`src/instruction_memory/program.mem`:
```
// 32-bit instruction words in hex, one per line, from address 0
20080005
20090003
01095020
01095822
01096024
01096825
0109702a
ad0a0000
8d0b0000
11090002
21080001
08000003
2129ffff
000a5880
000a6042
3c0d1234
35ad5678
014b7020
01ae7826
00000000
ffffffff
20100007
02108020
0800000b

```
`src/common/isa_pkg.sv`:
```
//////////////////////////////
// Instruction-set definitions
//////////////////////////////

package isa_pkg;

  // Datapath widths
  localparam int WORD_W = 32;
  localparam int ADDR_W = 32;

  // One instruction word
  typedef logic [WORD_W-1:0] word_t;

  // Word address as held in the PC
  typedef logic [ADDR_W-1:0] addr_t;

  // All ones stops instruction fetch
  localparam word_t HALT_WORD = '1;

  // Word addressing
  // so the next instruction is one address up
  localparam addr_t PC_STEP = addr_t'(1);

endpackage : isa_pkg
```
`src/common/fetch_pkg.sv`:
```
//////////////////////////////
// Fetch stage definitions
//////////////////////////////

package fetch_pkg;

  import isa_pkg::*;

  // Instruction ROM geometry
  localparam int ROM_DEPTH  = 2048;
  localparam int ROM_ADDR_W = 11;

  // Program image loaded at start
  localparam string ROM_INIT_FILE = "/design/src/instruction_memory/program.mem";

  // Redirect request from later stages
  // Jump wins over a taken branch
  typedef struct packed {
    logic  branch_taken;
    addr_t branch_target;
    logic  jump;
    addr_t jump_target;
  } redirect_t;

  // IF/ID pipeline register content
  typedef struct packed {
    word_t instr;
    addr_t pc;
    addr_t pc_plus1;
  } if_id_t;

  // Next-PC source
  typedef enum logic [1:0] {
    PC_SEQ    = 2'd0,
    PC_BRANCH = 2'd1,
    PC_JUMP   = 2'd2
  } pc_sel_e;

  // Fetch control state
  typedef enum logic {
    ST_RUN    = 1'b0,
    ST_HALTED = 1'b1
  } fetch_state_e;

endpackage : fetch_pkg

```
`src/design/if_id_register.sv`:
```
`timescale 1ns/10ps

module if_id_register (
  input  logic              i_clk,
  input  logic              i_rst,
  input  logic              i_hold,
  input  logic              i_clear,
  input  fetch_pkg::if_id_t i_if_id,
  output fetch_pkg::if_id_t o_if_id
);

  //////////////////////////////
  // Fetch to decode register
  //////////////////////////////

  // Priority is clear, then hold, then load
  always_ff @(posedge i_clk)
  begin
    if (!i_rst)
    begin
      // Decode sees a null entry out of reset
      o_if_id <= '0;
    end
    else if (i_clear)
    begin
      // Flush on redirect
      // wins over a stall
      o_if_id <= '0;
    end
    else if (i_hold)
    begin
      // Stall or halted
      o_if_id <= o_if_id;
    end
    else
    begin
      // Normal fetch
      o_if_id <= i_if_id;
    end
  end

endmodule : if_id_register

```
`config.mk`:
```
export PLATFORM = sky130hd
export DESIGN_NAME = if_id_register
export DESIGN_NICKNAME = d
export VERILOG_FILES = /design/src/common/isa_pkg.sv /design/src/common/fetch_pkg.sv /design/src/design/if_id_register.sv
export SDC_FILE = /design/constraint.sdc
export NUM_CORES = 1
export LEC_CHECK = 0
export BUFFER_PORTS_ARGS = -buffer_cell sky130_fd_sc_hd__buf_2
export CAP_MARGIN = 20
export CORE_ASPECT_RATIO = 1.5
export CORE_MARGIN = 1
export CORE_UTILIZATION = 44
export DETAILED_ROUTE_END_ITERATION = 16
export HOLD_SLACK_MARGIN = 0.05
export PLACE_DENSITY = 0.88
export SLEW_MARGIN = 20
export SYNTH_ARGS = -nofsm -noshare
export SYNTH_HDL_FRONTEND = slang
export SYNTH_SLANG_ARGS = --single-unit
```
`constraint.sdc`:
```
create_clock -name i_clk -period 1.2 [get_ports i_clk]
set_clock_uncertainty 0.05 [all_clocks]
set_input_delay 0.12 -clock i_clk [delete_from_list [all_inputs] [get_ports i_clk]]
set_output_delay 0.12 -clock i_clk [all_outputs]
set_load 0.1 [all_outputs]
```
# Yosys cells after proc, flatten, opt, wreduce, memory -nomap -nowiden
# Index checks and enable logic that the tools add are counted.
dict set report word_totals {
  regBits 96
  out_inout_bits 96
  elab_cells 5
}
dict set report classes {
  n_bitwise 1
  reduce_logical 1
}
# operator count
set ops {}
lappend ops {{$reduce_or 2->1} 1}
lappend ops {{$not 1->1} 1}

# Logic depth before layout (Yosys ltp)
dict set report depth {
  depth_word 2
  depth_mapped 5
  mapped_depth_nobuf 2
}

# Worst setup path before layout
# No wires, ideal clock.
dict set report synth_timing {
  path_kind {register -> register}
  startpoint {register o_if_id[0] (netlist name)}
  endpoint {register o_if_id[0] (netlist bit)}
  setup_ns 0.068
  t_arrival_ns 1.185
  t_required_ns 1.082
  slack_ns -0.103
  stages_incl_launch_ff 3
  path_buffers 0
  synth_period_minus_slack_ns 1.303
  cell_sequence {dfxtp_1 -> mux2i_1 -> nor2_1}
}
# item line
set synth_rtl {}
lappend synth_rtl {{to (signal assigned)} if_id_register.sv:33} ;# o_if_id <= o_if_id;
lappend synth_rtl {{to (signal assigned)} if_id_register.sv:38} ;# o_if_id <= i_if_id;
lappend synth_rtl {{to (decl)} if_id_register.sv:9} ;# output fetch_pkg::if_id_t o_if_id

# Final worst setup path
dict set report layout_timing {
  startpoint {register o_if_id[8] (netlist bit)}
  endpoint {output port o_if_id[8] (netlist bit)}
}
# No word-level cell between the ends.

==> impl_metrics.py <==
metrics = {
    "run_status": {
        "status": "complete, no violations",
    },
    "hold_path": {
        "hp-class": "input port to flip-flop",
    },
    "placed_design": {
        "gp_congestion": 0.796,
        "port_buffers": 195,
        "hpwl_um": 8030,
        "place_area_um2": 6030,
    },
    "logic_synthesis": {
        "ys_async_sr_fraction_pct": 0,
        "synth_top_area_cell": "dfxtp_1",
        "synth_seq_cells": 96,
        "synth_common_cells": "dfxtp_1 (96), mux2i_1 (96), nor2_1 (96)",
        "syn-cell-area_um2": 3440,
        "yosys.area.top_type_share_pct": 55.8,
        "synth_nets": 411,
        "yosys_warnings": 0,
        "ys.flop_type": "dfxtp_1",
        "avgSynthCellArea_um2": 11.1,
        "synthTopCellsByArea": "dfxtp_1 (56%), mux2i_1 (28%), nor2_1 (10%)",
        "yosysSeqAreaShare_pct": 55.8,
        "synth.distinct_cells": 10,
        "synth_edf_count": 0,
        "synth_cells": 311,
    },
    "clock_tree": {
        "cts_tree": "built",
        "clock_sinks": 96,
        "cts_buffer_depth": 2,
        "path_clk_slew_ns": 0.07,
        "post_cts_resized": 0,
        "cts_buffers": 9,
        "cts_htree_levels": 3,
        "cts_hold_buf": 92,
        "post-cts-setup-buffer-count": 0,
        "insertion_delay_ns": 0.34,
        "root_buffer": "clkbuf_16",
    },
    "detailed_routing": {
        "drt_pass1_iterations": 4,
        "drt_iter0_drc": 202,
        "num_vias": 3760,
        "finalWirelength_um": 16700,
        "drc": 0,
        "wl_per_cell_um": 23.8,
        "via_per_inst": 5.36,
        "drtAntennaViolNets": 0,
    },
    "power_and_ir_drop": {
        "total_leakage_power_nw": 3.29,
        "ir_drop_mv": 1.07,
        "power_density_nw_per_um2": 1160,
    },
    "layout": {
        "largest_register_ffs": 96,
        "fin_nets": 693,
        "fillCellCount": 185,
        "regMostFlops": "o_if_id",
        "layout_top_registers": "o_if_id x96",
        "layout-drive-gt1-share_pct": 52.0,
        "syn_to_final_growth_pct": 110,
        "stdcell_area_um2": 7240,
    },
    "setup_path": {
        "crit_buf_inv": 1,
        "cp_max_fo": 2,
        "critPathTopFamily": "flip-flops",
        "cp.required_ns": 1.03,
        "worst-setup-path-type": "flip-flop to primary output",
        "endpoint_kind": "primary output",
        "crit_arrival_ns": 0.95,
        "critPathMaxStageDelay_ns": 0.40,
        "slowest_stage": "dfxtp_2",
        "cp_cell_sequence": "buf_12",
        "worst_setup_path_start_kind": "flip-flop",
    },
    "die": {
        "start_util_pct": 45.2,
        "boundaryPins": 196,
        "die_x_um": 74.2,
        "core_region_area_um2": 7610,
        "chipHeight_um": 110,
        "fp.dieArea_um2": 8190,
        "rows": 39,
    },
    "sta": {
        "worst_pin_slew_ns": 0.328,
        "setup_viol": 0,
        "setup_tns_ns": 0,
        "rsz0062_at_grt": "false",
        "finalHoldViolCount": 0,
        "hold-worst-slack_ns": 0.0684,
        "final_max_slew_viol_count": 0,
        "relSlewSlack_pct": 77.5,
        "timing.final.crit_share_pct": 93.1,
        "min_period_ns": 1.12,
        "fmax_mhz": 895,
    },
    "run": {
        "max-cap-violations": 0,
    },
    "grt": {
        "grt_pass1_wl_um": 23800,
        "grt_max_degree": 55,
        "grt.total_usage_pct": 41.7,
        "grt_pass1_vias": 4141,
        "antenna_found_initial": 2,
        "overflow": 0,
    },
}
-- final timing paths --
kind                             startpoint          end  slack [ns]  cells after the start
worst max-delay path             o_if_id[8]   o_if_id[8]        0.08                      1
worst min-delay path            i_if_id[45]  o_if_id[45]        0.07                      3
worst max register to register  o_if_id[47]  o_if_id[47]        0.24                      2
worst min register to register  o_if_id[87]  o_if_id[87]        0.48                      2
-- cells in the final DEF (no fill, tap or decap), drive strengths merged --
cell type	synthesis	routed
dfxtp	96	96
nor2	96	96
bufinv	0	1
clkinv	0	3
mux2i	96	96
clkbuf	6	12
diode	0	2
dlygate4sd3	0	92
nand2b	1	1
buf	16	201
-- stage by stage --
| stage | std cells | worst slack (ns) | power, W | utilization [%] |
|---|---|---|---|---|
| detailed placement | 592 | 0.127 | 0.00530 | 79.2 |
| finish | 702 | 0.0828 | 0.00842 | 95.1 |
| floorplan | 311 | 0.217 | 0.00457 | - |
| global route | 702 | 0.0768 | 0.00860 | 95.1 |
| global placement | 592 | 0.240 | 0.00524 | 79.2 |
| CTS | 700 | 0.102 | 0.00828 | 95.0 |
-- final cells by class --
cell class                 count  area, um2  area share, %
antenna                        2       5.00         0.0691
multi-input combinational    193       1340           18.4
timing repair buffer         293       3450           47.6
sequential                    96       2040           28.2
clock buffer                  12        236           3.27
clock inverter                 4       45.0          0.622
tap                          102        128           1.76
-- report_power, final --
group / leakage (nW) / internal, W / switching (W)
logic: 2.32 / 0.000897 / 0.00125
clock network: 0.140 / 0.00161 / 0.00122
registers: 0.825 / 0.00331 / 0.000136
-- metal layers --
layer	track usage (%)	vias up	wire length, um
met2	71.3	280	8560
met1	39.6	1787	5390
met5	0	-	0
li1	-	1590	-
met3	12.8	103	1290
met4	35.7	0	1490
-- cells by family (layout without fill, tap and decap cells) --
logic type             Yosys count  in the layout  share of synthesized area (%)
multiplexers                    96             96                           27.9
flip-flops                      96             96                           55.8
buffers and inverters           22            309                           5.63
AND/OR/NAND/NOR                 97             97                           10.6
other                            0              2                              0
Power figures use the tool's default switching activity.
