==> src/instruction_memory/program.mem <==
// 32-bit instruction words in hex, one per line, from address 0
20080005
20090003
01095020
01095822
01096024
01096825
0109702a
ad0a0000
8d0b0000
11090002
21080001
08000003
2129ffff
000a5880
000a6042
3c0d1234
35ad5678
014b7020
01ae7826
00000000
ffffffff
20100007
02108020
0800000b

==> src/common/isa_pkg.sv <==
//////////////////////////////
// Instruction-set definitions
//////////////////////////////

package isa_pkg;

  // Datapath widths
  localparam int WORD_W = 32;
  localparam int ADDR_W = 32;

  // One instruction word
  typedef logic [WORD_W-1:0] word_t;

  // Word address as held in the PC
  typedef logic [ADDR_W-1:0] addr_t;

  // All ones stops instruction fetch
  localparam word_t HALT_WORD = '1;

  // Word addressing
  // so the next instruction is one address up
  localparam addr_t PC_STEP = addr_t'(1);

endpackage : isa_pkg
==> src/common/fetch_pkg.sv <==
//////////////////////////////
// Fetch stage definitions
//////////////////////////////

package fetch_pkg;

  import isa_pkg::*;

  // Instruction ROM geometry
  localparam int ROM_DEPTH  = 2048;
  localparam int ROM_ADDR_W = 11;

  // Program image loaded at start
  localparam string ROM_INIT_FILE = "/design/src/instruction_memory/program.mem";

  // Redirect request from later stages
  // Jump wins over a taken branch
  typedef struct packed {
    logic  branch_taken;
    addr_t branch_target;
    logic  jump;
    addr_t jump_target;
  } redirect_t;

  // IF/ID pipeline register content
  typedef struct packed {
    word_t instr;
    addr_t pc;
    addr_t pc_plus1;
  } if_id_t;

  // Next-PC source
  typedef enum logic [1:0] {
    PC_SEQ    = 2'd0,
    PC_BRANCH = 2'd1,
    PC_JUMP   = 2'd2
  } pc_sel_e;

  // Fetch control state
  typedef enum logic {
    ST_RUN    = 1'b0,
    ST_HALTED = 1'b1
  } fetch_state_e;

endpackage : fetch_pkg

==> src/design/pc_unit.sv <==
`timescale 1ns/10ps

module pc_unit (
  input  logic               i_clk,
  input  logic               i_rst,
  input  logic               i_pc_en,
  input  fetch_pkg::pc_sel_e i_pc_sel,
  input  isa_pkg::addr_t     i_branch_target,
  input  isa_pkg::addr_t     i_jump_target,
  output isa_pkg::addr_t     o_pc,
  output isa_pkg::addr_t     o_pc_plus1
);

  import isa_pkg::*;
  import fetch_pkg::*;

  addr_t pc;
  addr_t pc_next;
  logic  pc_load;

  // Word incrementer
  assign o_pc_plus1 = pc + PC_STEP;

  //////////////////////////////
  // Next-PC mux
  //////////////////////////////

  always_comb
  begin
    case (i_pc_sel)
      PC_BRANCH:
      begin
        pc_next = i_branch_target;
      end
      PC_JUMP:
      begin
        pc_next = i_jump_target;
      end
      default:
      begin
        pc_next = o_pc_plus1;
      end
    endcase
  end

  // Redirects load even when stalled or halted
  assign pc_load = i_pc_en | (i_pc_sel != PC_SEQ);

  // PC register
  always_ff @(posedge i_clk)
  begin
    if (!i_rst)
    begin
      pc <= '0;
    end
    else if (pc_load)
    begin
      pc <= pc_next;
    end
  end

  assign o_pc = pc;

endmodule : pc_unit

==> config.mk <==
export PLATFORM = sky130hd
export DESIGN_NAME = pc_unit
export DESIGN_NICKNAME = d
export VERILOG_FILES = /design/src/common/isa_pkg.sv /design/src/common/fetch_pkg.sv /design/src/design/pc_unit.sv
export SDC_FILE = /design/constraint.sdc
export NUM_CORES = 1
export LEC_CHECK = 0
export ABC_CLOCK_PERIOD_IN_PS = 6300
export BUFFER_PORTS_ARGS = -buffer_cell sky130_fd_sc_hd__buf_2
export CAP_MARGIN = 20
export CELL_PAD_IN_SITES_DETAIL_PLACEMENT = 1
export CELL_PAD_IN_SITES_GLOBAL_PLACEMENT = 1
export CORE_MARGIN = 5
export CORE_UTILIZATION = 25
export DETAILED_ROUTE_END_ITERATION = 8
export GPL_ROUTABILITY_DRIVEN = 0
export MAX_ROUTING_LAYER = met4
export PLACE_DENSITY_LB_ADDON = 0.1
export SYNTH_ARGS = -nofsm -noshare
export SYNTH_HDL_FRONTEND = slang
export SYNTH_SLANG_ARGS = --single-unit
==> constraint.sdc <==
create_clock -name i_clk -period 6.3 [get_ports i_clk]
set_clock_uncertainty 0.1 [all_clocks]
set_input_delay 0.63 -clock i_clk [delete_from_list [all_inputs] [get_ports i_clk]]
set_output_delay 0.63 -clock i_clk [all_outputs]
set_load 0.01 [all_outputs]
Word level (Yosys, flattened, before mapping)
Cells that the tools add are included.

Output and inout bits: 64. Word-level logic and storage cells: 7. Input port bits: 69. Register bits: 32.

Mux-type cells: 1. Bitwise operators: 1. Equal/unequal tests: 2. Reductions and logical operators: 1. Add/sub/neg operators: 1.

Operator list (count): 32-bit case mux with 2 select lines (1); 32-bit by 1-bit adder with 32-bit output (second input constant) (1); 2-bit by 1-bit == test with 1-bit output (second input constant) (1); 2-bit == test (second input constant) (1); 2-bit nonzero test (1); 1-bit bitwise OR (1).

Logic depth before layout (Yosys ltp)
Depth in word-level cells: 2. Depth in mapped cells: 9. Mapped depth without buffers: 7.

Worst setup path before layout
OpenSTA, ideal clock, no wires.

Path type: register -> output. Start: register pc[7] (netlist: o_pc[7]). End: output port o_pc_plus1[26]. Data required time: 5570 ps. Buffers on the path: 2. Slack: 3606 ps. Arrival: 1964 ps. Stages on the path, launching flop included: 8. Cell sequence: dfxtp_1 -> buf_2 -> nand4_2 -> or4_1 -> buf_2 -> nor2_2 -> and3_1 -> xor2_1.

Word-level cells in the longest chain between the ends: 1.

RTL lines: start: declaration (line pc_unit.sv:17) `addr_t pc;`; start signal: assignment (line pc_unit.sv:58) `pc <= pc_next;`; 32-bit by 1-bit adder with 32-bit output (line pc_unit.sv:22) `assign o_pc_plus1 = pc + PC_STEP;`; end: declaration (line pc_unit.sv:11) `output isa_pkg::addr_t o_pc_plus1`.

No other way between the ends.

Final worst setup path
Start: register pc[4] (netlist: o_pc[4]). End: output port o_pc_plus1[17].

The elaborated chain is that of the path after synthesis.

==> metrics.cfg <==
[min_path]
hold_path_startpoint = o_pc[1]
holdPathEnd = o_pc[1]
min_delay_path_depth = 2
holdCritPathClass = register to register

[die]
rows = 38
die_h_um = 114
start_util = 0.252
core_um2 = 10700
die_x_um = 114
io_pins = 133
dieArea_um2 = 13000

[worst_setup_path]
rrSetupSlack_ns = 3.60
reg2reg_depth = 6
crit_fanout = 11
required_ns = 5.57
path_class = register to output pin
crit_path_end_kind = output pin
cp_data_arrival_time_ns = 2.76
worstReg2RegEnd = o_pc[18]
startpoint_type = register
r2r_start = o_pc[0]

[clock_network]
tritoncts = yes
cts_made_buffers = 5
clockBufferDepth = 2
clkSlewWorstSetupHoldPaths_ns = 0.08
clock-root-buffer = clkbuf_8
postCtsSetupBuffers = 0
h-tree-depth = 2
cts-resized-gates = 0
cts.sinks = 32
clk_latency_ns = 0.29
hold_buffers = 0

[yosys]
ys_seq_area_frac = 0.237
async_reset_ff_frac = 0
syn_area_um2 = 2710
yosys_most_used_dff = dfxtp_1
synthCells = 368
synth-seq-cells = 32
synth_nets = 441
synth_enable_flop_cells = 0
synth_commonest_cells = 32 x dfxtp_1, 30 x nor2_1, 29 x a22oi_1, 26 x clkbuf_1, 25 x a21oi_1
ys.warnings.count = 0
synth.top_cell.area_share = 0.237
ys_types = 50
yosysMostFrequentCell = dfxtp_1
netlist.top_cell.by_area = dfxtp_1
syn_area_per_cell_um2 = 7.36
synth_area_leaders = dfxtp_1 24%, a22oi_1 8.0%, xnor2_1 6.1%

[detailed_routing]
drt_iter0_drc = 166
vias = 3328
met2_length_um = 5800
vias_per_cell = 5.37
met3_length_um = 598
drt-total-wl_um = 12000
ant_nets = 0
highest_layer = met4
drt-pass1-iter-count = 4
drc = 0
avgRoutedWirePerCell_um = 19.3
m1WireLength_um = 5510

[power_and_ir_drop]
seqPwrFrac = 0.389
clockPowerShare = 0.320
vdd_ir_drop_max_uv = 81.1
power.switching_mw = 0.218
share_comb_of_total_power = 0.292
p_leak_nw = 1.59
p_int_mw = 0.414
p_per_area_nw_per_um2 = 177
p_sw_frac = 0.345

[cells_and_area]
finalNetCount = 552
drive_above_1_share = 0.323
n_fill_cell = 1419
largest_reg_flops = 32
area_delta_synth_final_pct = 31.6
n_antenna_cell = 0

[placement]
dp_slack_ns = 3.12
dp_hpwl_um = 8800
portBuffers = 132

[global_routing]
grt-ovfl-total = 0
grt_pass1_vias = 3413
antenna_found_initial = 0
grt_max_degree = 55
grt_pass1_wl_um = 18600
grtUsageTotal = 0.186

[status]
status = finished, final reports clean

[timing]
fin_tns_setup_ns = 0
rsz0062_at_grt = false
fmax_mhz = 287
worst_slew_pin_slew_ns = 0.954
max_slew_margin = 0.358
fin_crit_ns = 3.49
finalSetupViolations = 0
fin_ws_ns = 2.81
min_period_over_period = 0.553
drv_slew = 0
hold_violations = 0

[run]
drv_cap = 0

-- kinds of logic after synthesis --
family / count (synthesis) / synth area share
adder cells (fa/ha/maj): 4 / 0.0185
flip-flops: 32 / 0.237
buffers and inverters: 44 / 0.0638
AO/OA/AOI/OAI: 126 / 0.321
XOR/XNOR: 31 / 0.100
AND/OR/NAND/NOR: 129 / 0.252
multiplexers: 2 / 0.00739
-- worst max-delay path: stages (launching register included) --
cell and delay [ns]:
dfxtp_1 0.48, nand3_1 0.44, nor4_1 0.95, nand3_1 0.26, xnor2_1 0.18, buf_2 0.15
-- per-layer routing --
layer	track usage	vias to the layer above
met5	-	-
met1	0.243	1612
met2	0.304	90
met3	0.0333	6
met4	0.0348	0
li1	-	1620
-- cells in the final DEF (no fill, tap or decap), drive strengths merged, types with 7 or more instances in the layout --
master and count:
nor2 31, nand2 17, a22oi 29, a21oi 25
nand4 12, xor2 12, buf 138, a31oi 7
dfxtp 32, o21ai 23, nand3 24, xnor2 19
inv 9, and3 9, nor4 9, nor3 14
-- metrics by stage --
step	util	hold WS (ns)	power, mW	std cells	area [um^2]
after floorplan	-	0.432	0.352	368	2710
after global routing	0.332	0.473	0.674	620	3560
after detailed placement	0.322	0.427	0.438	612	3460
after CTS	0.332	0.436	0.643	620	3560
after global placement	0.322	0.419	0.435	612	3460
final	0.332	0.438	0.632	620	3560
-- worst max path at each step --
stage,startpoint,end,depth (start not counted),slack (ns)
finish,o_pc[4],o_pc_plus1[17],5,2.81
global route,o_pc[4],o_pc_plus1[17],5,2.60
CTS,o_pc[0],o_pc_plus1[18],6,2.80
detailed placement,o_pc[0],o_pc_plus1[18],6,3.12
global placement,o_pc[0],o_pc_plus1[18],6,3.24
floorplan,o_pc[7],o_pc_plus1[26],7,3.61
-- power by group through the flow --
stage                     combinational [mW]  clock [mW]  sequential, mW
after detailed placement               0.187           0           0.251
after global placement                 0.186           0           0.249
after floorplan                        0.105           0           0.247
after global routing                   0.205       0.220           0.250
after CTS                              0.189       0.208           0.246
final                                  0.185       0.202           0.246
-- cell type report --
type | instances | area (um^2) | area share
Clock inverter | 2 | 35.0 | 0.00983
Clock buffer | 6 | 72.6 | 0.0204
Tap cell | 140 | 175 | 0.0492
Timing Repair Buffer | 138 | 706 | 0.198
Multi-Input combinational cell | 292 | 1900 | 0.532
Sequential cell | 32 | 641 | 0.180
Inverter | 10 | 37.5 | 0.0105
No activity file was read; power rests on OpenSTA's default activity.
